[src/verilog/fsab_pkg.sv]
// FSAB bus package
// Shared widths, request modes and requester IDs for the split-transaction
// memory bus. It also holds the 64-bit beat type, which the caches read as
// two 32-bit words and the bus treats as one word.

package fsab_pkg;

	parameter int FSAB_ADDR_W = 32; // beat-aligned byte address
	parameter int FSAB_DATA_W = 64;
	parameter int FSAB_MASK_W = 8; // one bit per byte of a beat
	parameter int LINE_BEATS = 8; // a 64-byte line is 8 beats

	// request mode carried with every bus request
	parameter logic FSAB_READ = 1'b0;
	parameter logic FSAB_WRITE = 1'b1;

	// requester IDs, echoed back with every fill beat
	parameter logic FSAB_DID_DCACHE = 1'b0;
	parameter logic FSAB_DID_ICACHE = 1'b1;

	// One bus beat. Address bit 2 picks the 32-bit word, so half[1] is the
	// hi word and half[0] the lo word.
	typedef union packed {
		logic [FSAB_DATA_W-1:0] word; // whole beat as the bus sees it
		logic [1:0][FSAB_DATA_W/2-1:0] half; // word pair as the caches see it
	} fsab_beat_t;

endpackage

[src/verilog/fsab_arbiter.sv]
// FSAB arbiter
// Shares the bus between the data and instruction caches round-robin.
// Owns the bus credits: one is spent per request strobe and one comes back
// per request the memory takes. Fill beats are steered back by requester ID.

module fsab_arbiter #(
	parameter int BUS_CREDITS = 4
) (
	input  logic clk,
	input  logic rst,
	input  logic dc_want,
	input  logic dc_mode,
	input  logic [fsab_pkg::FSAB_ADDR_W-1:0] dc_addr,
	input  logic [fsab_pkg::FSAB_MASK_W-1:0] dc_mask,
	input  fsab_pkg::fsab_beat_t dc_data,
	input  logic ic_want,
	input  logic [fsab_pkg::FSAB_ADDR_W-1:0] ic_addr,
	output logic dc_grant,
	output logic ic_grant,
	output logic bus_req_valid,
	output logic bus_req_mode,
	output logic bus_req_did,
	output logic [fsab_pkg::FSAB_ADDR_W-1:0] bus_req_addr,
	output logic [fsab_pkg::FSAB_MASK_W-1:0] bus_req_mask,
	output fsab_pkg::fsab_beat_t bus_req_data,
	input  logic bus_credit,
	input  logic fill_valid,
	input  logic fill_did,
	input  fsab_pkg::fsab_beat_t fill_data,
	output logic dc_fill_valid,
	output logic ic_fill_valid,
	output fsab_pkg::fsab_beat_t fill_beat
);

	localparam int CRED_W = $clog2(BUS_CREDITS + 1);

	logic [CRED_W-1:0] credits;
	logic credit_avail;
	logic rr_ic; // set when the icache has priority

	assign credit_avail = (credits != '0);
	assign dc_grant = dc_want && credit_avail && (!ic_want || !rr_ic);
	assign ic_grant = ic_want && credit_avail && (!dc_want || rr_ic);

	assign bus_req_valid = dc_grant || ic_grant;
	assign bus_req_did = ic_grant ? fsab_pkg::FSAB_DID_ICACHE : fsab_pkg::FSAB_DID_DCACHE;
	assign bus_req_mode = ic_grant ? fsab_pkg::FSAB_READ : dc_mode;
	assign bus_req_addr = ic_grant ? ic_addr : dc_addr;
	assign bus_req_mask = ic_grant ? '0 : dc_mask;
	assign bus_req_data = dc_data; // icache requests are reads and ignore data

	assign dc_fill_valid = fill_valid && (fill_did == fsab_pkg::FSAB_DID_DCACHE);
	assign ic_fill_valid = fill_valid && (fill_did == fsab_pkg::FSAB_DID_ICACHE);
	assign fill_beat = fill_data;

	always_ff @(posedge clk) begin
		if (rst) begin
			credits <= CRED_W'(BUS_CREDITS);
			rr_ic <= 1'b0;
		end else begin
			credits <= credits + CRED_W'(bus_credit) - CRED_W'(bus_req_valid);
			if (bus_req_valid)
				rr_ic <= dc_grant; // the other side goes first next time
		end
	end

	a_one_grant: assert property (@(posedge clk) disable iff (rst)
		!(dc_grant && ic_grant));
	// the memory never returns more credits than it was given
	a_credit_bound: assert property (@(posedge clk) disable iff (rst)
		credits <= CRED_W'(BUS_CREDITS));

endmodule

[config.mk]
export PLATFORM = sky130hd
export DESIGN_NAME = fsab_arbiter
export DESIGN_NICKNAME = d
export VERILOG_FILES = /design/src/verilog/fsab_pkg.sv /design/src/verilog/fsab_arbiter.sv
export SDC_FILE = /design/constraint.sdc
export NUM_CORES = 1
export LEC_CHECK = 0
export BUFFER_PORTS_ARGS = -buffer_cell sky130_fd_sc_hd__buf_4
export CAP_MARGIN = 20
export CORE_AREA = 5 5 144 146
export DETAILED_ROUTE_END_ITERATION = 6
export DIE_AREA = 0 0 149 151
export HOLD_SLACK_MARGIN = 0.02
export SLEW_MARGIN = 20
export SYNTH_ARGS = -nofsm -noshare
export SYNTH_HDL_FRONTEND = slang
export SYNTH_SLANG_ARGS = --single-unit
[constraint.sdc]
create_clock -name clk -period 2.3 [get_ports clk]
set_input_delay 0.575 -clock clk [delete_from_list [all_inputs] [get_ports clk]]
set_output_delay 0.575 -clock clk [all_outputs]
set_load 0.01 [all_outputs]
==> summary.txt, run 1 <==
Outcome
  – Result of the run: finished with violations
  – Failing checks: setup timing

Worst setup path
  – Highest net fanout along the worst path: 5
  – Startpoint of the worst register-to-register path: credits[0]
  – Category of the critical setup timing path: register to primary output
  – Longest individual stage delay on the worst path: 0.41 ns
  – Endpoint class of the critical path: primary output
  – End of the worst register-to-register path: credits[2]
  – Library cell contributing the largest single delay on the critical path: or3_4
  – Critical-path cell list: or3_4, nand3_4, buf_8, buf_4, mux2_2, buf_4
  – Req. time, crit path: 1.73 ns
  – Largest delay share family, worst path: simple AND/OR/NAND/NOR gates
  – Number of cells traversed by the worst register-to-register path: 12
  – Most common cell type on the critical path: buf_4
  – Buffering stage count on the worst path with inverters included: 3
  – Critical Path Start Type: register
  – Data arrival time at the worst-slack endpoint: 1.77 ns
  – Worst reg-to-reg setup slack: 0.03 ns

Synth
  – Leading register cell type out of synthesis: dfxtp_1
  – Netlist Area Pre-Place: 1810 sq um
  – Post-synth ARST share: 0
  – Top cell type by total area after synthesis: buf_4
  – Leading cell type by number of instances after synthesis: buf_4
  – Most numerous cell types in the synthesized netlist: 129 x buf_4, 29 x mux2_4, 10 x and2_1
  – Share of the yosys chip area belonging to registers: 0.0443
  – Post-Synthesis Mean Instance Area: 9.00 sq um
  – Number of synthesized flops with an enable pin: 0
  – Total of flip-flops plus latches after synthesis: 4
  – Fraction of post-synthesis cell area in the top cell type by area: 0.535
  – Mapped Nets: 412
  – Post-synthesis cell count: 201
  – Most area-consuming cells after synthesis: buf_4 54%, mux2_4 24%, dfxtp_1 4.4%
  – Yosys warns: 0
  – Distinct cell type count after synthesis: 21

Clocking
  – Number of clock sinks: 4
  – TritonCTS clock tree: yes
  – Root buffer cell: clkbuf_16
  – Post-CTS Hold Buffers: 0
  – H-tree lvl count: 1
  – Register clock-pin slew on the reported worst setup and hold paths: 0.03 ns
  – CTS Buf Count: 3
  – Buffer depth of the longest clock path: 2
  – Later-pin clock latency in the skew report: 0.23 ns

GRT
  – Global-route wire length before repair: 8450 um
  – Global-route total usage across every layer: 0.0504
  – Global-route congestion overflow total: 0
  – Vias in the first global route: 1,468
  – Number of antenna violations at the first check in global routing: 0
  – Pin count of the biggest net entering global routing: 17

Finish
  – Share of cells above drive strength 1: 0.867
  – Count of non-filler cells in the finished layout: 475
  – Final antenna diode count: 0
  – Final instance area: 2370 sq um
  – Syn-to-layout area delta: 30.8%
  – Final net count: 423

Power
  – Leakage power of the design: 1.17 nW
  – Power Dens Cells: 580 nW/um^2
  – Switching portion of total power: 0.319
  – Internal cell power: 935 uW
  – Part of the total power dissipated in sequential elements: 0.082
  – Combinational cell fraction of total power: 0.718
  – Maximum vdd ir drop: 0.000480 V
  – Share of total power in the clock network: 0.200
  – Net Switching: 438 uW

Placement
  – HPWL after DPL: 5530 um
  – Instance area after placement: 2150 sq um
  – GP Congestion: 0.665
  – Cells after DPL: 467
  – Number of I/O port buffers: 126

Route
  – Via Count: 1,302
  – Iteration-0 DRC count of the detailed router: 23
  – Number of nets still failing antenna checks after routing: 0
  – DRC violation count after routing: 0
  – Routed len/inst: 13.6 um
  – Number of detailed-routing iterations run before antenna repair: 2
  – Average via count per standard cell: 2.74
  – DRT Wirelength: 6450 um

STA
  – Slew at the pin with the worst max-slew slack: 0.201 ns
  – Setup repair after global routing missed its margin: yes
  – Max Slew Vio Count: 0
  – Fraction of the cycle the final worst path needs: 1.02
  – Setup-violating endpoint count in the final report: 25
  – Final Hold Fails: 0
  – Sum of negative setup slack: -0.465 ns
  – Headroom to the max-slew limit: 0.866
  – Fin Clk Skew: 0.00205 ns
  – Crit path time final: 2.34 ns
  – Setup WS post-layout: -0.0402 ns
  – Maximum operating frequency: 427 MHz

Hold path
  – Min-Delay Path Class: register to register
  – Endpoint of the worst hold path: rr_ic
  – Hold Path Stages: 2
  – Worst hold path startpoint: rr_ic

Floorplanning
  – Placeable core area: 19,300 sq um
  – I/O pin count: 383
  – Die width: 149 um
  – Area of the die: 22,500 sq um
  – Initial core utilization: 0.0939
  – Die boundary height: 151 um
  – # rows: 51

Run
  – Number of max-capacitance violations reported: 0
-- power groups by stage --
stage	Combinational, mW	Clock, mW	Sequential [mW]
2_1_floorplan	0.745	0	0.115
3_3_place_gp	0.888	0	0.115
3_5_place_dp	0.901	0	0.114
4_1_cts	1.01	0.279	0.113
5_1_grt	1.07	0.289	0.115
6_report	0.985	0.274	0.113
-- layer usage --
| layer | part of all wire | vias to the layer above | track usage |
|---|---|---|---|
| met1 | 0.27 | 519 | 0.0412 |
| li1 | - | 525 | - |
| met3 | 0.27 | 52 | 0.0583 |
| met4 | 0.065 | 0 | 0.0375 |
| met5 | 0 | - | 0 |
| met2 | 0.39 | 206 | 0.0672 |
-- worst register-to-register path, stage by stage (launching register included) --
cell and delay [ns]:
dfxtp_1 0.30, or3_4 0.41, nand3_4 0.10, buf_4 0.13, nand2_4 0.05, ha_4 0.20, inv_1 0.05, ha_1 0.13
inv_1 0.05, fa_2 0.35, xor2_1 0.18, xnor2_1 0.13, nand2b_1 0.06
-- cell families (layout without fill, tap and decap cells) --
kind of cell | count (synthesis) | in the layout | share of synthesized area
fa+ha+maj | 3 | 3 | 0.0249
mux | 32 | 32 | 0.259
flops | 4 | 4 | 0.0443
simple gates | 21 | 21 | 0.0768
buf+inv | 138 | 147 | 0.582
compound gates | 1 | 1 | 0.00346
xor+xnor | 2 | 2 | 0.00968
-- registers in the layout (all words and copies together), names as in the netlist --
name and count:
credits 3, rr_ic 1
-- layout by cell type, fill, tap and decap left out --
master / count
and2_1: 9
and2_4: 1
buf_12: 1
buf_16: 1
buf_4: 123
buf_6: 11
buf_8: 2
bufbuf_16: 1
clkbuf_16: 3
dfxtp_1: 3
dfxtp_2: 1
fa_2: 1
ha_1: 1
ha_4: 1
inv_1: 4
inv_2: 1
mux2_2: 3
mux2_4: 29
nand2_1: 1
nand2_4: 1
nand2b_1: 3
nand3_1: 1
nand3_4: 1
nor2_1: 1
nor2b_1: 2
o22ai_1: 1
or3_4: 1
xnor2_1: 1
xor2_1: 1
-- metrics by stage --
stage	util	hold slack (ns)	power (mW)	setup WS [ns]
CTS	0.123	0.500	1.40	-0.0960
floorplan	-	0.457	0.860	-0.0205
global placement	0.112	0.483	1.00	0.00674
detailed placement	0.112	0.490	1.01	0.000220
global route	0.123	0.533	1.47	-0.118
finish	0.123	0.507	1.37	-0.0402
-- what timing repair did --
action                     CTS  global route
gates resized for setup     16             1
setup buffers                3             0
setup endpoints to repair   32            34
gates cloned                 2             0
pin swaps                    2             2
-- worst max-delay path by stage --
| stage | from | to | slack [ns] | cells past startpoint |
|---|---|---|---|---|
| after detailed placement | dc_want | bus_req_addr[26] | 0.0002 | 7 |
| after global routing | credits[0] | bus_req_addr[26] | -0.12 | 6 |
| after floorplan | credits[1] | credits[2] | -0.02 | 12 |
| final | credits[0] | bus_req_addr[1] | -0.04 | 6 |
| after CTS | credits[0] | bus_req_addr[26] | -0.1 | 6 |
| after global placement | dc_want | bus_req_addr[26] | 0.007 | 7 |
-- cell type report --
cell class              count  area (sq um)
repair buffers            139          1160
inverters                   5          18.8
flip-flops and latches      4          81.3
multi-input cells          59           702
fillers                  2271         16900
clock buffers               3          75.1
well taps                 265           332
Power figures use the tool's default switching activity.
==> run 2, diff against run 1 <==
Settings changed: ABC_AREA set to 1, CORE_AREA 5 5 144 146 to 5 5 147 149, DIE_AREA 0 0 149 151 to 0 0 152 154.
==> run 2 against run 1 <==
Global-route usage increased by 0.51 points. Critical path depth grew 2. Core utilization down 1.1 points. Largest cell class unchanged. Maximum frequency increased by 7.5%. Clock skew fell by 0.0019 ns. Critical endpoint is now bus_req_addr[24]. First-iteration DRC count grew to 3.3 times the previous value. Combinational power shrank 2.3%. The run now ends clean.
==> summary.txt, run 2 <==
Outcome
  – Result of the run: complete, no violations (was finished with violations)

Finish
  – Syn-to-layout area delta: 31.0% (was 30.8%)
  – Most frequent cells in the layout: 128 x buf_4, 101 x nand2_1, 18 x inv_1, 13 x nor2_1, 7 x clkbuf_16 (was 123 x buf_4, 29 x mux2_4, 11 x buf_6, 9 x and2_1, 4 x inv_1)
  – Final net count: 499 (was 423)
  – Regs by FF count: credits (3), rr_ic (1) (unchanged)
  – Fillcell total: 2,395 (was 2,271)
  – Register with the most flip-flops: credits (unchanged)
  – Max reg flops: 3 (unchanged)
  – Final antenna diode count: 0 (unchanged)
  – Area of combinational cells with multiple inputs: 532 sq um (was 702 sq um)
  – Share of cells above drive strength 1: 0.503 (was 0.867)
  – Area of all sequential standard cells: 81.3 sq um (unchanged)
  – Count of non-filler cells in the finished layout: 556 (was 475)
  – Leading cell type in the layout, fill and taps excluded: buf_4 (unchanged)

STA
  – Setup repair after global routing missed its margin: no (was yes)
  – Setup-violating endpoint count in the final report: 0 (was 25)
  – Slew at the pin with the worst max-slew slack: 0.156 ns (was 0.201 ns)
  – Crit path time final: 2.18 ns (was 2.34 ns)
  – Fraction of the cycle the final worst path needs: 0.946 (was 1.02)
  – Maximum operating frequency: 459 MHz (was 427 MHz)
  – Max Slew Vio Count: 0 (unchanged)
  – Headroom to the max-slew limit: 0.895 (was 0.866)
  – Fin Clk Skew: 0.000170 ns (was 0.00205 ns)
  – Sum of negative setup slack: 0 ns (was -0.465 ns)
  – Final Hold Fails: 0 (unchanged)

Worst setup path
  – WP depth: 8 (was 6)
  – Largest delay share family, worst path: buffers and inverters (was simple AND/OR/NAND/NOR gates)
  – Highest net fanout along the worst path: 8 (was 5)
  – Library cell contributing the largest single delay on the critical path: buf_4 (was or3_4)
  – Category of the critical setup timing path: input port to primary output (was register to primary output)
  – Longest individual stage delay on the worst path: 0.18 ns (was 0.41 ns)
  – Number of cells traversed by the worst register-to-register path: 11 (was 12)
  – Critical-path cell list: buf_4, a21oi_2, nand2_4, buf_12, buf_4, nand2_1, nand2_1, buf_4 (was or3_4, nand3_4, buf_8, buf_4, mux2_2, buf_4)
  – Endpoint class of the critical path: primary output (unchanged)
  – Critical Path Start Type: input port (was register)
  – Req. time, crit path: 1.73 ns (about the same)
  – Most common cell type on the critical path: buf_4 (unchanged)
  – Data arrival time at the worst-slack endpoint: 1.60 ns (was 1.77 ns)
  – Buffering stage count on the worst path with inverters included: 4 (was 3)

Route
  – Number of nets still failing antenna checks after routing: 0 (unchanged)
  – Detail Route met3 WL: 1680 um (was 1760 um)
  – Met1 layer wirelength in the final routing: 2630 um (was 1720 um)
  – Iteration-0 DRC count of the detailed router: 75 (was 23)
  – Met2 layer wire length in the routed design: 3500 um (was 2540 um)
  – Top layer reached by signal wires: met4 (unchanged)
  – Average via count per standard cell: 2.80 (was 2.74)
  – Routed len/inst: 15.0 um (was 13.6 um)
  – DRT Wirelength: 8330 um (was 6450 um)
  – Number of detailed-routing iterations run before antenna repair: 4 (was 2)
  – DRC violation count after routing: 0 (unchanged)
  – Via Count: 1,559 (was 1,302)

Run
  – Number of max-capacitance violations reported: 0 (unchanged)

Synth
  – Most numerous cell types in the synthesized netlist: 130 x buf_4, 102 x nand2_1, 18 x inv_1 (was 129 x buf_4, 29 x mux2_4, 10 x and2_1)
  – Post-synth ARST share: 0 (unchanged)
  – Yosys warns: 0 (unchanged)
  – Distinct cell type count after synthesis: 17 (was 21)
  – Post-Synthesis Mean Instance Area: 6.00 sq um (was 9.00 sq um)
  – Top cell type by total area after synthesis: buf_4 (unchanged)
  – Share of the yosys chip area belonging to registers: 0.0470 (was 0.0443)
  – Leading register cell type out of synthesis: dfxtp_1 (unchanged)
  – Post-synthesis cell count: 284 (was 201)
  – Netlist Area Pre-Place: 1700 sq um (was 1810 sq um)
  – Most area-consuming cells after synthesis: buf_4 57%, nand2_1 22%, dfxtp_1 4.7% (was buf_4 54%, mux2_4 24%, dfxtp_1 4.4%)
  – Fraction of post-synthesis cell area in the top cell type by area: 0.573 (was 0.535)
  – Mapped Nets: 495 (was 412)
  – Leading cell type by number of instances after synthesis: buf_4 (unchanged)
  – Number of synthesized flops with an enable pin: 0 (unchanged)
  – Total of flip-flops plus latches after synthesis: 4 (unchanged)

GRT
  – Pin count of the biggest net entering global routing: 35 (was 17)
  – Number of antenna violations at the first check in global routing: 0 (unchanged)
  – Global-route congestion overflow total: 0 (unchanged)
  – Global-route total usage across every layer: 0.0555 (was 0.0504)
  – Vias in the first global route: 1,496 (was 1,468)
  – Global-route wire length before repair: 9890 um (was 8450 um)

Clocking
  – Buffer depth of the longest clock path: 2 (unchanged)
  – TritonCTS clock tree: yes (unchanged)
  – Register clock-pin slew on the reported worst setup and hold paths: 0.03 ns (about the same)
  – Root buffer cell: clkbuf_16 (unchanged)
  – H-tree lvl count: 1 (unchanged)
  – CTS Buf Count: 3 (unchanged)
  – Later-pin clock latency in the skew report: 0.22 ns (was 0.23 ns)
  – Number of clock sinks: 4 (unchanged)

Floorplanning
  – # rows: 52 (was 51)
  – Initial core utilization: 0.0850 (was 0.0939)
  – Die width: 152 um (was 149 um)
  – Die boundary height: 154 um (was 151 um)
  – Placeable core area: 20,000 sq um (was 19,300 sq um)
  – I/O pin count: 383 (unchanged)
  – Area of the die: 23,400 sq um (was 22,500 sq um)

Hold path
  – Hold Path Stages: 2 (unchanged)
  – Min-Delay Path Class: register to register (unchanged)

Power
  – Leakage power of the design: 1.22 nW (was 1.17 nW)
  – Maximum vdd ir drop: 0.000504 V (was 0.000480 V)
  – Power Dens Cells: 606 nW/um^2 (was 580 nW/um^2)

Placement
  – GP Congestion: 0.751 (was 0.665)
  – HPWL after DPL: 6290 um (was 5530 um)
  – Cells after DPL: 547 (was 467)
  – Number of I/O port buffers: 126 (unchanged)
==> run 2: cell count changes in the layout (fill, tap and decap cells not counted), sizes merged, moves of 2 or more <==
cell    change
buf         -7
nand2     +101
nor2b       -2
a21oi       +2
inv        +13
mux2       -32
clkbuf      +4
nor2       +12
nand2b      -3
and2       -10
==> run 2: path summary, 6_finish.rpt <==
kind	start	endpoint	slack, ns
setup reg to reg	credits[1]	credits[2]	0.26
hold reg to reg	rr_ic	rr_ic	0.49
hold / removal	rr_ic	rr_ic	0.49
setup / recovery	dc_want	bus_req_addr[24]	0.12
==> run 2: final cells by class <==
| class | count | area share |
|---|---|---|
| well taps | 270 | 0.151 |
| inverters | 19 | 0.0376 |
| flip-flops and latches | 4 | 0.0365 |
| repair buffers | 135 | 0.503 |
| multi-input cells | 125 | 0.238 |
| clock buffers | 3 | 0.0337 |
==> run 2: power breakdown <==
group / switching, mW / internal [mW] / leakage, nW
registers: 0.0208 / 0.0979 / 0.0336
clock network: 0.0483 / 0.222 / 0.0370
logic: 0.464 / 0.498 / 1.15
total: 0.533 / 0.818 / 1.22
==> run 2: stage by stage <==
stage	area [sq um]	power, mW	hold slack [ns]	util	setup WS (ns)
3_5_place_dp	2020	0.974	0.475	0.101	0.0354
3_3_place_gp	2020	0.960	0.469	0.101	0.0441
4_1_cts	2100	1.25	0.484	0.105	0.0476
5_1_grt	2230	1.48	0.518	0.111	0.0510
6_report	2230	1.35	0.490	0.111	0.123
2_1_floorplan	1710	0.760	0.448	-	0.0110
==> run 2: what timing repair did <==
action,4_1_cts,5_1_grt
gates resized for setup,0,5
endpoints found under the setup margin,0,23
hold buffers,0,0
buffers inserted,0,2
==> run 2: kinds of logic after synthesis <==
family	Yosys count	synth area share
AOI/OAI and AO/OA	2	0.00808
xor gates and xnor gates	1	0.00514
adders and majority gates	3	0.0264
buffers and inverters	155	0.645
DFF	4	0.0470
and+or+nand+nor	119	0.268
==> run 2: worst register-to-register path, stage by stage, from the launching register on <==
cell and delay [ns]:
dfxtp_2 0.33, nor2_1 0.10, nand2_1 0.10, nand3_1 0.14, nand2_2 0.07, ha_1 0.26
inv_1 0.06, ha_1 0.12, inv_1 0.05, fa_1 0.37, or2_2 0.30, nand3b_1 0.07
==> run 2: layer usage <==
| layer | track usage | vias up |
|---|---|---|
| met5 | 0 | - |
| met4 | 0.0428 | 0 |
| met3 | 0.0514 | 66 |
| met2 | 0.0764 | 184 |
| met1 | 0.0509 | 597 |
| li1 | - | 712 |
==> run 3, diff against run 2 <==
Settings changed: ABC_AREA 1 to not set, BUFFER_PORTS_ARGS -buffer_cell sky130_fd_sc_hd__buf_4 to not set, DONT_BUFFER_PORTS set to 1.
==> run 3 against run 2 <==
Setup slack got worse by 0.11 ns. Largest power group unchanged. Wire length fell by 22%. Power fell by 18%. Critical endpoint is now bus_req_addr[10]. First-iteration DRC count fell by 75%. Final cell count fell by 37%. Sequential cell count did not move. Register-to-register slack got worse by 0.21 ns. Combinational power fell by 25%. Final area fell by 39%. Maximum frequency fell by 4.7%.
==> summary.txt, run 3 (same netlist as run 1, synthesis figures left out) <==
STA
  – Max Slew Vio Count: 0 (unchanged)
  – Final Hold Fails: 0 (unchanged)
  – Setup repair after global routing missed its margin: yes (was no)
  – Sum of negative setup slack: 0 ns (unchanged)
  – Setup-violating endpoint count in the final report: 0 (unchanged)
  – Headroom to the max-slew limit: 0.849 (was 0.895)
  – Worst hold slack: 0.408 ns (was 0.490 ns)
  – Setup WS post-layout: 0.0156 ns (was 0.123 ns)
  – Slew at the pin with the worst max-slew slack: 0.225 ns (was 0.156 ns)
  – Maximum operating frequency: 438 MHz (was 459 MHz)
  – Crit path time final: 2.28 ns (was 2.18 ns)
  – Fraction of the cycle the final worst path needs: 0.993 (was 0.946)
  – Fin Clk Skew: 0.00126 ns (was 0.000170 ns)

Floorplanning
  – Die boundary height: 154 um (unchanged)
  – Initial core utilization: 0.0903 (was 0.0850)
  – # rows: 52 (unchanged)
  – Placeable core area: 20,000 sq um (unchanged)
  – Die width: 152 um (unchanged)
  – Area of the die: 23,400 sq um (unchanged)
  – I/O pin count: 383 (unchanged)

GRT
  – Pin count of the biggest net entering global routing: 43 (was 35)
  – Vias in the first global route: 1,044 (was 1,496)
  – Global-route total usage across every layer: 0.0477 (was 0.0555)
  – Global-route wire length before repair: 8020 um (was 9890 um)
  – Number of antenna violations at the first check in global routing: 0 (unchanged)
  – Global-route congestion overflow total: 0 (unchanged)

Run
  – Number of max-capacitance violations reported: 0 (unchanged)

Placement
  – Number of I/O port buffers: 0 (was 126)
  – HPWL after DPL: 5350 um (was 6290 um)
  – GP Congestion: 0.629 (was 0.751)
  – Post-Place Setup Slack: -0.114 ns (was 0.0354 ns)

Worst setup path
  – Req. time, crit path: 1.73 ns (about the same)
  – Category of the critical setup timing path: register to primary output (was input port to primary output)
  – End of the worst register-to-register path: credits[2] (unchanged)
  – Worst reg-to-reg setup slack: 0.05 ns (was 0.26 ns)
  – Endpoint class of the critical path: primary output (unchanged)
  – Number of cells traversed by the worst register-to-register path: 11 (unchanged)
  – Highest net fanout along the worst path: 21 (was 8)
  – Critical Path Start Type: register (was input port)
  – Data arrival time at the worst-slack endpoint: 1.71 ns (was 1.60 ns)
  – Startpoint of the worst register-to-register path: credits[1] (unchanged)

Clocking
  – Later-pin clock latency in the skew report: 0.23 ns (was 0.22 ns)
  – H-tree lvl count: 1 (unchanged)
  – Root buffer cell: clkbuf_16 (unchanged)
  – CTS Buf Count: 3 (unchanged)
  – TritonCTS clock tree: yes (unchanged)
  – Number of clock sinks: 4 (unchanged)
  – Buffer depth of the longest clock path: 2 (unchanged)
  – Post-CTS Hold Buffers: 0 (unchanged)
  – Register clock-pin slew on the reported worst setup and hold paths: 0.03 ns (about the same)

Hold path
  – Min-Delay Path Class: input port to register (was register to register)
  – Worst hold path startpoint: rst (was rr_ic)
  – Hold Path Stages: 1 (was 2)
  – Endpoint of the worst hold path: credits[1] (was rr_ic)

Outcome
  – Result of the run: complete, no violations (unchanged)

Route
  – Via Count: 823 (was 1,559)
  – DRT Wirelength: 6500 um (was 8330 um)
  – Average via count per standard cell: 2.36 (was 2.80)
  – Routed len/inst: 18.6 um (was 15.0 um)
  – DRC violation count after routing: 0 (unchanged)
  – Number of detailed-routing iterations run before antenna repair: 3 (was 4)
  – Iteration-0 DRC count of the detailed router: 19 (was 75)
  – Number of nets still failing antenna checks after routing: 0 (unchanged)

Finish
  – Area of all sequential standard cells: 81.3 sq um (unchanged)
  – Register with the most flip-flops: credits (unchanged)
  – Final net count: 292 (was 499)
  – Most frequent cells in the layout: 32 x mux2_4, 10 x and2_1, 6 x buf_4, 4 x clkbuf_16 (was 128 x buf_4, 101 x nand2_1, 18 x inv_1, 13 x nor2_1, 7 x clkbuf_16)
  – Leading cell type in the layout, fill and taps excluded: mux2_4 (was buf_4)
  – Syn-to-layout area delta: -25.2% (was 31.0%)
  – Area of combinational cells with multiple inputs: 743 sq um (was 532 sq um)
  – Fillcell total: 2,383 (was 2,395)
  – Max reg flops: 3 (unchanged)
  – Regs by FF count: credits (3), rr_ic (1) (unchanged)
  – Fin util: 0.0676 (was 0.111)
  – Final antenna diode count: 0 (unchanged)
  – Share of cells above drive strength 1: 0.696 (was 0.503)

Power
  – Maximum vdd ir drop: 0.000494 V (was 0.000504 V)
  – Leakage power of the design: 0.522 nW (was 1.22 nW)
  – Power Dens Cells: 817 nW/um^2 (was 606 nW/um^2)
## run 3: cell types whose count changed in the layout (fill, tap and decap cells not counted), moves of 10 or more
| cell | change |
|---|---|
| and2_1 | +10 |
| mux2_4 | +32 |
| inv_1 | -16 |
| nor2_1 | -12 |
| buf_4 | -122 |
| nand2_1 | -100 |
## run 3: what timing repair did
action	4_1_cts	5_1_grt
gates resized for setup	7	7
buffers inserted	0	1
gates cloned	0	1
endpoints found under the setup margin	44	34
pin swaps	1	7
## run 3: critical path, cell delays in order (launching register included)
cell	delay [ns]
dfxtp_2	0.31
or3_4	0.42
nand3_4	0.15
buf_16	0.23
mux2_4	0.35
## run 3: cell type report
class	instances	share of cell area
Sequential cell	4	0.0601
Inverter	5	0.0139
Clock buffer	3	0.0555
Timing Repair Buffer	8	0.0721
Multi-Input combinational cell	59	0.549
Tap cell	270	0.250
## run 3: layer usage
layer / global-route usage / wire, um / part of all wire / vias to the layer above
met5: 0 / 0 / 0 / -
met4: 0.0291 / 257 / 0.040 / 0
met3: 0.0531 / 1490 / 0.23 / 38
met2: 0.0652 / 2790 / 0.43 / 194
met1: 0.0416 / 1960 / 0.30 / 331
li1: - / - / - / 260
## run 3: where the power goes
group          switching [mW]  leakage [nW]  internal (mW)  total (mW)
Combinational           0.357         0.452          0.361       0.719
Clock                  0.0535        0.0370          0.223       0.276
Sequential             0.0130        0.0336         0.0979       0.111
Total                   0.424         0.522          0.682        1.11
## run 3: per-stage QoR
| stage | power [mW] | instances | cell area [sq um] |
|---|---|---|---|
| 2_1_floorplan | 0.860 | 201 | 1840 |
| 3_3_place_gp | 0.704 | 344 | 1180 |
| 3_5_place_dp | 0.732 | 344 | 1180 |
| 4_1_cts | 1.04 | 347 | 1290 |
| 5_1_grt | 1.18 | 349 | 1350 |
| 6_report | 1.11 | 349 | 1350 |
## run 3: how the worst max path moves through the flow
stage | startpoint | end | depth (start not counted)
after detailed placement | credits[1] | bus_req_addr[1] | 4
after global routing | credits[1] | bus_req_addr[10] | 4
after global placement | credits[1] | bus_req_addr[31] | 4
final | credits[1] | bus_req_addr[10] | 4
after CTS | credits[2] | credits[2] | 11
after floorplan | credits[1] | credits[2] | 12
